--- src/verilog/uart_pkg.sv ---
// uart package: bit timing, frame and buffer sizes, receive FSM state codes, counter command
`default_nettype none

package uart_pkg;

    localparam int CLKS_PER_BIT = 8;   // short bit time keeps simulation quick
    localparam int FIRST_SAMPLE = 12;  // start edge to middle of data bit 0
    localparam int DATA_BITS    = 8;
    localparam int FIFO_DEPTH   = 4;   // power of two, pointers wrap on their own

    // one width serves the baud and bit counters of both directions
    localparam int CNT_W      = $clog2(FIRST_SAMPLE);
    localparam int PTR_W      = $clog2(FIFO_DEPTH);
    localparam int FIFO_CNT_W = $clog2(FIFO_DEPTH + 1);

    // receive FSM states
    localparam logic [2:0] ST_IDLE       = 3'd0;  // line idle, waiting for start edge
    localparam logic [2:0] ST_WAIT_FIRST = 3'd1;  // count to middle of data bit 0
    localparam logic [2:0] ST_SHIFT      = 3'd2;  // take one data bit
    localparam logic [2:0] ST_CHECK      = 3'd3;  // all data bits in yet?
    localparam logic [2:0] ST_WAIT_NEXT  = 3'd4;  // count to middle of next data bit
    localparam logic [2:0] ST_WAIT_STOP  = 3'd5;  // count to middle of stop bit
    localparam logic [2:0] ST_STOP_CHECK = 3'd6;  // judge stop bit

    // command for a datapath counter
    typedef enum logic [1:0] {
        CNT_ZERO  = 2'b00,
        CNT_HOLD  = 2'b01,
        CNT_COUNT = 2'b11
    } cnt_sel_t;

endpackage

`default_nettype wire

--- src/verilog/uart_rx_controller.sv ---
// uart receive control FSM: start edge detection, data and stop sampling sequence
`timescale 1ns/1ps
`default_nettype none

module uart_rx_controller (
    input  logic               clk,
    input  logic               reset_b,
    input  logic               rx_sync,
    input  logic               baud_hit,
    input  logic               bits_done,
    output uart_pkg::cnt_sel_t baud_sel,
    output uart_pkg::cnt_sel_t bit_sel,
    output logic               mid_sel,
    output logic               shift_en,
    output logic               push,
    output logic               frame_error
);
    import uart_pkg::*;

    logic [2:0] state;
    logic [2:0] next_state;
    logic       rx_prev;     // line one cycle back
    logic       start_edge;

    // only a falling edge starts a frame, so a low stop bit
    // cannot retrigger the receiver while the line is still low
    assign start_edge = rx_prev & ~rx_sync;

    always_ff @(posedge clk or negedge reset_b) begin
        if (!reset_b) begin
            state   <= ST_IDLE;
            rx_prev <= 1'b1;     // idle line level
        end else begin
            state   <= next_state;
            rx_prev <= rx_sync;
        end
    end

    always_comb begin
        shift_en    = 1'b0;
        push        = 1'b0;
        frame_error = 1'b0;
        case (state)
            ST_IDLE: begin
                baud_sel   = CNT_ZERO;
                bit_sel    = CNT_ZERO;
                mid_sel    = 1'b1;          // 1.5 bit compare for bit 0
                next_state = start_edge ? ST_WAIT_FIRST : ST_IDLE;
            end

            ST_WAIT_FIRST: begin
                baud_sel   = CNT_COUNT;
                bit_sel    = CNT_ZERO;
                mid_sel    = 1'b1;
                next_state = baud_hit ? ST_SHIFT : ST_WAIT_FIRST;
            end

            ST_SHIFT: begin
                baud_sel   = CNT_ZERO;      // restart bit timing here
                bit_sel    = CNT_COUNT;
                mid_sel    = 1'b0;
                shift_en   = 1'b1;
                next_state = ST_CHECK;
            end

            ST_CHECK: begin
                baud_sel   = CNT_COUNT;
                bit_sel    = CNT_HOLD;
                mid_sel    = 1'b0;
                next_state = bits_done ? ST_WAIT_STOP : ST_WAIT_NEXT;
            end

            ST_WAIT_NEXT: begin
                baud_sel   = CNT_COUNT;
                bit_sel    = CNT_HOLD;
                mid_sel    = 1'b0;          // full bit compare
                next_state = baud_hit ? ST_SHIFT : ST_WAIT_NEXT;
            end

            ST_WAIT_STOP: begin
                baud_sel   = CNT_COUNT;
                bit_sel    = CNT_HOLD;
                mid_sel    = 1'b0;
                next_state = baud_hit ? ST_STOP_CHECK : ST_WAIT_STOP;
            end

            ST_STOP_CHECK: begin
                baud_sel    = CNT_ZERO;
                bit_sel     = CNT_ZERO;
                mid_sel     = 1'b1;
                push        = rx_sync;      // good stop bit, byte goes to FIFO
                frame_error = ~rx_sync;     // byte dropped
                next_state  = ST_IDLE;
            end

            default: begin
                baud_sel   = CNT_ZERO;
                bit_sel    = CNT_ZERO;
                mid_sel    = 1'b1;
                next_state = ST_IDLE;
            end
        endcase
    end

endmodule

`default_nettype wire

--- src/verilog/uart_rx_datapath.sv ---
// uart receive datapath: rxd synchronizer, baud and bit counters, receive shift register
`timescale 1ns/1ps
`default_nettype none

module uart_rx_datapath (
    input  logic                           clk,
    input  logic                           reset_b,
    input  logic                           rxd,
    input  uart_pkg::cnt_sel_t             baud_sel,
    input  uart_pkg::cnt_sel_t             bit_sel,
    input  logic                           mid_sel,
    input  logic                           shift_en,
    output logic                           rx_sync,
    output logic                           baud_hit,
    output logic                           bits_done,
    output logic [uart_pkg::DATA_BITS-1:0] rx_byte
);
    import uart_pkg::*;

    logic             rx_meta;   // first synchronizer stage
    logic [CNT_W-1:0] baud_cnt;
    logic [CNT_W-1:0] bit_cnt;
    logic [CNT_W-1:0] baud_cmp;

    function automatic logic [CNT_W-1:0] cnt_next(input cnt_sel_t         sel,
                                                  input logic [CNT_W-1:0] cur);
        case (sel)
            CNT_ZERO:  cnt_next = '0;
            CNT_COUNT: cnt_next = cur + 1'b1;
            default:   cnt_next = cur;
        endcase
    endfunction

    // two FSM cycles sit outside the counting window
    // (the zeroing state and the state that acts on the hit)
    assign baud_cmp  = mid_sel ? CNT_W'(FIRST_SAMPLE - 2) : CNT_W'(CLKS_PER_BIT - 2);
    assign baud_hit  = (baud_cnt == baud_cmp);
    assign bits_done = (bit_cnt == CNT_W'(DATA_BITS));

    always_ff @(posedge clk or negedge reset_b) begin
        if (!reset_b) begin
            rx_meta <= 1'b1;     // line idles high
            rx_sync <= 1'b1;
        end else begin
            rx_meta <= rxd;
            rx_sync <= rx_meta;
        end
    end

    always_ff @(posedge clk or negedge reset_b) begin
        if (!reset_b) begin
            baud_cnt <= '0;
            bit_cnt  <= '0;
        end else begin
            baud_cnt <= cnt_next(baud_sel, baud_cnt);
            bit_cnt  <= cnt_next(bit_sel, bit_cnt);
        end
    end

    // new bit enters at the top, first bit ends up in bit 0
    always_ff @(posedge clk) begin
        if (shift_en) begin
            rx_byte <= {rx_sync, rx_byte[DATA_BITS-1:1]};
        end
    end

endmodule

`default_nettype wire

--- src/verilog/uart_rx_fifo.sv ---
// uart receive FIFO: circular byte buffer with valid/ready output and overrun flag
`timescale 1ns/1ps
`default_nettype none

module uart_rx_fifo (
    input  logic                           clk,
    input  logic                           reset_b,
    input  logic                           push,
    input  logic [uart_pkg::DATA_BITS-1:0] rx_byte,
    input  logic                           rx_ready,
    output logic [uart_pkg::DATA_BITS-1:0] rx_data,
    output logic                           rx_valid,
    output logic                           overrun
);
    import uart_pkg::*;

    logic [DATA_BITS-1:0]  mem [FIFO_DEPTH];
    logic [PTR_W-1:0]      wr_ptr;
    logic [PTR_W-1:0]      rd_ptr;
    logic [FIFO_CNT_W-1:0] count;    // occupancy
    logic                  full;
    logic                  pop;
    logic                  wr_en;

    assign full     = (count == FIFO_CNT_W'(FIFO_DEPTH));
    assign rx_valid = (count != '0);
    assign rx_data  = mem[rd_ptr];     // oldest byte
    assign pop      = rx_valid & rx_ready;
    assign wr_en    = push & (~full | pop);  // same cycle pop frees a slot

    always_ff @(posedge clk) begin
        if (wr_en) begin
            mem[wr_ptr] <= rx_byte;
        end
    end

    always_ff @(posedge clk or negedge reset_b) begin
        if (!reset_b) begin
            wr_ptr  <= '0;
            rd_ptr  <= '0;
            count   <= '0;
            overrun <= 1'b0;
        end else begin
            overrun <= push & ~wr_en;      // incoming byte lost
            if (wr_en) begin
                wr_ptr <= wr_ptr + 1'b1;
            end
            if (pop) begin
                rd_ptr <= rd_ptr + 1'b1;
            end
            case ({wr_en, pop})
                2'b10:   count <= count + 1'b1;
                2'b01:   count <= count - 1'b1;
                default: count <= count;
            endcase
        end
    end

endmodule

`default_nettype wire

--- src/verilog/uart_tx.sv ---
// uart transmitter: valid/ready byte input, start/data/stop serializer with bit timing
`timescale 1ns/1ps
`default_nettype none

module uart_tx (
    input  logic                           clk,
    input  logic                           reset_b,
    input  logic [uart_pkg::DATA_BITS-1:0] tx_data,
    input  logic                           tx_valid,
    output logic                           tx_ready,
    output logic                           txd
);
    import uart_pkg::*;

    logic [DATA_BITS+1:0] frame;     // stop, data, start; goes out from bit 0
    logic [CNT_W-1:0]     baud_cnt;
    logic [CNT_W-1:0]     bit_cnt;   // index of the bit on the line
    logic                 busy;
    logic                 start;
    logic                 bit_end;
    logic                 last_bit;

    assign start    = tx_valid & tx_ready;
    assign bit_end  = (baud_cnt == CNT_W'(CLKS_PER_BIT - 1));
    assign last_bit = (bit_cnt == CNT_W'(DATA_BITS + 1));   // stop bit
    assign tx_ready = ~busy;
    assign txd      = frame[0];

    // busy from the transfer until the stop bit has run its full time
    always_ff @(posedge clk or negedge reset_b) begin
        if (!reset_b) begin
            busy <= 1'b0;
        end else if (start) begin
            busy <= 1'b1;
        end else if (busy && bit_end && last_bit) begin
            busy <= 1'b0;
        end
    end

    // the frame register drives the line, so it resets to idle high
    always_ff @(posedge clk or negedge reset_b) begin
        if (!reset_b) begin
            frame <= '1;
        end else if (start) begin
            frame <= {1'b1, tx_data, 1'b0};
        end else if (busy && bit_end) begin
            frame <= {1'b1, frame[DATA_BITS+1:1]};   // refill with idle level
        end
    end

    always_ff @(posedge clk or negedge reset_b) begin
        if (!reset_b) begin
            baud_cnt <= '0;
            bit_cnt  <= '0;
        end else if (start) begin
            baud_cnt <= '0;
            bit_cnt  <= '0;
        end else if (busy) begin
            if (bit_end) begin
                baud_cnt <= '0;
                bit_cnt  <= bit_cnt + 1'b1;
            end else begin
                baud_cnt <= baud_cnt + 1'b1;
            end
        end
    end

endmodule

`default_nettype wire

--- src/verilog/uart_top.sv ---
// uart top level: receive datapath and FSM, receive FIFO, transmitter
`timescale 1ns/1ps
`default_nettype none

module uart_top (
    input  logic                           clk,
    input  logic                           reset_b,
    input  logic                           rxd,
    output logic                           txd,
    input  logic [uart_pkg::DATA_BITS-1:0] tx_data,
    input  logic                           tx_valid,
    output logic                           tx_ready,
    output logic [uart_pkg::DATA_BITS-1:0] rx_data,
    output logic                           rx_valid,
    input  logic                           rx_ready,
    output logic                           frame_error,
    output logic                           overrun
);
    import uart_pkg::*;

    logic                 rx_sync;
    logic                 baud_hit;
    logic                 bits_done;
    cnt_sel_t             baud_sel;
    cnt_sel_t             bit_sel;
    logic                 mid_sel;
    logic                 shift_en;
    logic                 push;      // good frame into FIFO
    logic [DATA_BITS-1:0] rx_byte;

    uart_rx_datapath uart_rx_datapath_inst (
        .clk       (clk),
        .reset_b   (reset_b),
        .rxd       (rxd),
        .baud_sel  (baud_sel),
        .bit_sel   (bit_sel),
        .mid_sel   (mid_sel),
        .shift_en  (shift_en),
        .rx_sync   (rx_sync),
        .baud_hit  (baud_hit),
        .bits_done (bits_done),
        .rx_byte   (rx_byte)
    );

    uart_rx_controller uart_rx_controller_inst (
        .clk         (clk),
        .reset_b     (reset_b),
        .rx_sync     (rx_sync),
        .baud_hit    (baud_hit),
        .bits_done   (bits_done),
        .baud_sel    (baud_sel),
        .bit_sel     (bit_sel),
        .mid_sel     (mid_sel),
        .shift_en    (shift_en),
        .push        (push),
        .frame_error (frame_error)
    );

    uart_rx_fifo uart_rx_fifo_inst (
        .clk      (clk),
        .reset_b  (reset_b),
        .push     (push),
        .rx_byte  (rx_byte),
        .rx_ready (rx_ready),
        .rx_data  (rx_data),
        .rx_valid (rx_valid),
        .overrun  (overrun)
    );

    uart_tx uart_tx_inst (
        .clk      (clk),
        .reset_b  (reset_b),
        .tx_data  (tx_data),
        .tx_valid (tx_valid),
        .tx_ready (tx_ready),
        .txd      (txd)
    );

endmodule

`default_nettype wire

--- config.mk ---
export PLATFORM = sky130hd
export DESIGN_NAME = uart_top
export DESIGN_NICKNAME = d
export VERILOG_FILES = /design/src/verilog/uart_pkg.sv /design/src/verilog/uart_rx_controller.sv /design/src/verilog/uart_rx_datapath.sv /design/src/verilog/uart_rx_fifo.sv /design/src/verilog/uart_tx.sv /design/src/verilog/uart_top.sv
export SDC_FILE = /design/constraint.sdc
export NUM_CORES = 1
export LEC_CHECK = 0
export BUFFER_PORTS_ARGS = -buffer_cell sky130_fd_sc_hd__clkbuf_2
export CAP_MARGIN = 20
export CORE_ASPECT_RATIO = 1.5
export CORE_UTILIZATION = 50
export CTS_BUF_LIST = sky130_fd_sc_hd__clkbuf_8 sky130_fd_sc_hd__clkbuf_16
export CTS_CLUSTER_DIAMETER = 100
export CTS_CLUSTER_SIZE = 30
export DETAILED_ROUTE_END_ITERATION = 8
export PLACE_DENSITY = 0.71
export SYNTH_ARGS = -nofsm -noshare
export SYNTH_HDL_FRONTEND = slang
export SYNTH_HIERARCHICAL = 1
export SYNTH_SLANG_ARGS = --single-unit
--- constraint.sdc ---
create_clock -name clk -period 2.19 [get_ports clk]
set_input_delay 0.219 -clock clk [delete_from_list [all_inputs] [get_ports clk]]
set_output_delay 0.219 -clock clk [all_outputs]
set_load 0.01 [all_outputs]
==> impl_metrics.ini <==
[run_status]
status = finished, violations left
violations = design-rule violations

[layout]
area_growth_pct = 12.0
antenna_cells = 0
fill_cells = 555
seq_area_um2 = 2220
multi_input_area_um2 = 1190
layout-drive-gt1-share = 0.281
nNetsFinal = 315

[floorplan]
initial_core_util = 0.517
pin_count = 26
core-area_um2 = 6900
die_w_um = 70.9
die_h_um = 105
rows = 37
dieArea_um2 = 7480

[pwr]
ir_worst_vdd_v = 0.000532
finalPower_w = 0.00463
leakage_nw = 1.68
power_density_nw_per_um2 = 1160

[place]
gp_congestion = 0.735
dpl.hpwl_um = 3580
portBuffers = 25
pre_cts_ws_ns = 0.167

[synthesis]
netlist_area_um2 = 3560
ys_seq_area_frac = 0.622
postSynthAreaPerCell_um2 = 13.9
synthCells = 256
yosys.area.top_type = edfxtp_1
synth_ff_type = edfxtp_1
yosysTopAreaCellShare = 0.337
synth.distinct_cells = 44
synth_common_cells = 40 x edfxtp_1, 28 x dfrtp_1, 20 x nor2_1
synth_area_leaders = edfxtp_1 34%, dfrtp_1 20%, dfstp_2 8.8%, mux4_2 5.1%, ha_1 4.9%
ys.warnings.count = 6
synth.most_common_cell = edfxtp_1
syn-num-nets = 284
ys_async_sr_fraction = 0.500
yosys_register_bits = 80
synth_edf_count = 40

[timing]
fin_skew_ns = 0.00686
finalSetupViolCount = 0
fin_setup_tns_ns = 0
fmax_ghz = 0.503
slew_viol_final = 0
max_slew_margin = 0.475
period_minus_slack_ns = 1.99
grt_setup_unrepaired = false
tightest_slew_ns = 0.787
finalHoldViolations = 0
period_share = 0.908
fin_ws_ns = 0.201

[setup_path]
timing.rr.start = uart_rx_controller_inst/state[2]
crit_fanout = 8
slowest_delay_ns = 0.46
crit_arrival_ns = 2.26
reg2reg_to = uart_rx_fifo_inst/count[2]
rrSetupSlack_ns = 0.20
crit_type = flip-flop to flip-flop
crit_chain = inv_1, nor3_1, nor2b_2, inv_1, ha_1, inv_1, fa_1, xor2_1, nor2_1, xor2_1
crit_path_start_kind = flip-flop
rr_worst_depth = 10
crit_required_ns = 2.46
crit_top_cell = inv_1
critical-path-top-delay-family = adder cells
cp_num_buf_inv = 3
cp-end-kind = flip-flop
critPathSlowestCell = dfrtp_1

[worst_hold_path]
hold_end = uart_tx_inst/frame[4]
hold_class = input port to flip-flop
hp-start = tx_data[3]
worstHoldPathCells = 3

[global_routing]
grt_pass1_wl_um = 9290
track_usage = 0.168
grt.overflow.total = 0
grt_start_max_net_pins = 33
antenna_found_initial = 0
first_global_vias = 2029

[clock_network]
clk_pin_slew_worst_paths_ns = 0.08
cts.sinks = 80
clock-root-buffer = clkbuf_8
cts_tree = done
clk_latency_ns = 0.34
numCtsBuffers = 9
clock_path_buffers = 2
h-tree-depth = 3

[route]
drt_iter0_markers = 89
firstDrtPassIters = 6
wire_per_inst_um = 14.3
num_vias = 1983
antenna_left = 0
vias_per_cell = 5.36
wirelength_um = 5290
drc = 6

[run]
drv_cap = 0
## per-stage QoR
step | instances | area, µm² | hold WS [ns] | utilization
2_1_floorplan | 256 | 3560 | -0.0766 | -
3_3_place_gp | 352 | 3730 | 0.311 | 0.541
3_5_place_dp | 352 | 3730 | 0.308 | 0.541
4_1_cts | 370 | 3980 | 0.0603 | 0.577
5_1_grt | 370 | 3990 | 0.0722 | 0.578
6_report | 370 | 3990 | 0.0866 | 0.578
## cells by family (layout without fill, tap and decap cells)
logic type / after synthesis / count (layout) / synth area share
xor+xnor: 8 / 8 / 0.0197
simple gates: 66 / 66 / 0.104
mux: 22 / 22 / 0.0927
buf+inv: 30 / 66 / 0.0456
compound gates: 35 / 35 / 0.0607
flops: 80 / 80 / 0.622
fa+ha+maj: 15 / 15 / 0.0548
## area by class of cell
| cell class | count | area share |
|---|---|---|
| timing repair buffer | 33 | 0.0477 |
| tap | 78 | 0.0245 |
| sequential | 80 | 0.556 |
| inverter | 17 | 0.0160 |
| clock buffer | 10 | 0.0345 |
| multi-input combinational | 146 | 0.299 |
| clock inverter | 6 | 0.0229 |
## worst reg2reg max path, stage by stage (launching register included)
cell and delay, ns:
dfrtp_1 0.46, inv_1 0.15, nor3_1 0.08, nor2b_2 0.16, inv_1 0.06, ha_1 0.17, inv_1 0.06, fa_1 0.38
xor2_1 0.15, nor2_1 0.11, xor2_1 0.14
## flip-flops by register name, summed over array words and instances, names as in the netlist
name / flops
uart_rx_controller_inst/rx_prev: 1
uart_rx_controller_inst/state: 3
uart_rx_datapath_inst/baud_cnt: 4
uart_rx_datapath_inst/bit_cnt: 4
uart_rx_datapath_inst/rx_byte: 8
uart_rx_datapath_inst/rx_meta: 1
uart_rx_datapath_inst/rx_sync: 1
uart_rx_fifo_inst/count: 3
uart_rx_fifo_inst/mem: 32
uart_rx_fifo_inst/overrun: 1
uart_rx_fifo_inst/rd_ptr: 2
uart_rx_fifo_inst/wr_ptr: 2
uart_tx_inst/baud_cnt: 4
uart_tx_inst/bit_cnt: 4
uart_tx_inst/busy: 1
uart_tx_inst/frame: 9
## power breakdown
part / leakage [nW] / switching, W / total, W / internal, W
registers: 0.834 / 0.000300 / 0.00217 / 0.00187
logic: 0.738 / 0.000601 / 0.00127 / 0.000665
clock network: 0.105 / 0.000524 / 0.00120 / 0.000676
total: 1.68 / 0.00142 / 0.00463 / 0.00321
## per-layer routing
layer	up-vias	GRT usage	wire, µm
li1	966	-	-
met1	980	0.187	2190
met2	25	0.284	2860
met3	12	0.0373	90
met4	0	0.111	148
met5	-	0	0
## layout by cell type (no fill, tap or decap), types with 2 or more instances in the layout
master and count:
clkbuf_2 25, bufinv_16 2, clkinvlp_4 3, and2_2 5
nor3_1 2, nand3_1 8, dlygate4sd3_1 2, a21oi_1 12
nor2_1 20, ha_1 14, dfstp_2 12, nor2b_1 3
nand2_1 13, a22o_1 5, inv_1 17, edfxtp_1 40
o21ai_0 11, mux2_2 2, nand2b_1 4, mux4_2 8
buf_4 6, xor2_1 4, dfrtp_1 28, clkbuf_8 10
xnor2_1 4, mux2i_1 9, nand3b_1 2, mux2_1 2
## timing repair
action                                  4_1_cts  5_1_grt
hold endpoints to repair                     29        0
gates resized for setup                       0        1
endpoints found under the setup margin        0        1
hold buffers                                  2        0
buffers inserted                              0        0
## worst max-delay path by stage
stage	to	slack [ns]	from	cells past startpoint
2_1_floorplan	uart_rx_datapath_inst/bit_cnt[3]	0.11	uart_rx_controller_inst/state[0]	8
3_3_place_gp	uart_rx_fifo_inst/count[2]	0.25	uart_rx_fifo_inst/count[0]	9
3_5_place_dp	uart_rx_fifo_inst/count[2]	0.17	uart_rx_fifo_inst/count[0]	9
4_1_cts	rx_data[2]	0.12	uart_rx_fifo_inst/rd_ptr[0]	2
5_1_grt	uart_rx_fifo_inst/count[2]	0.01	uart_rx_controller_inst/state[2]	10
6_report	uart_rx_fifo_inst/count[2]	0.20	uart_rx_controller_inst/state[2]	10
Power figures use the tool's default switching activity.
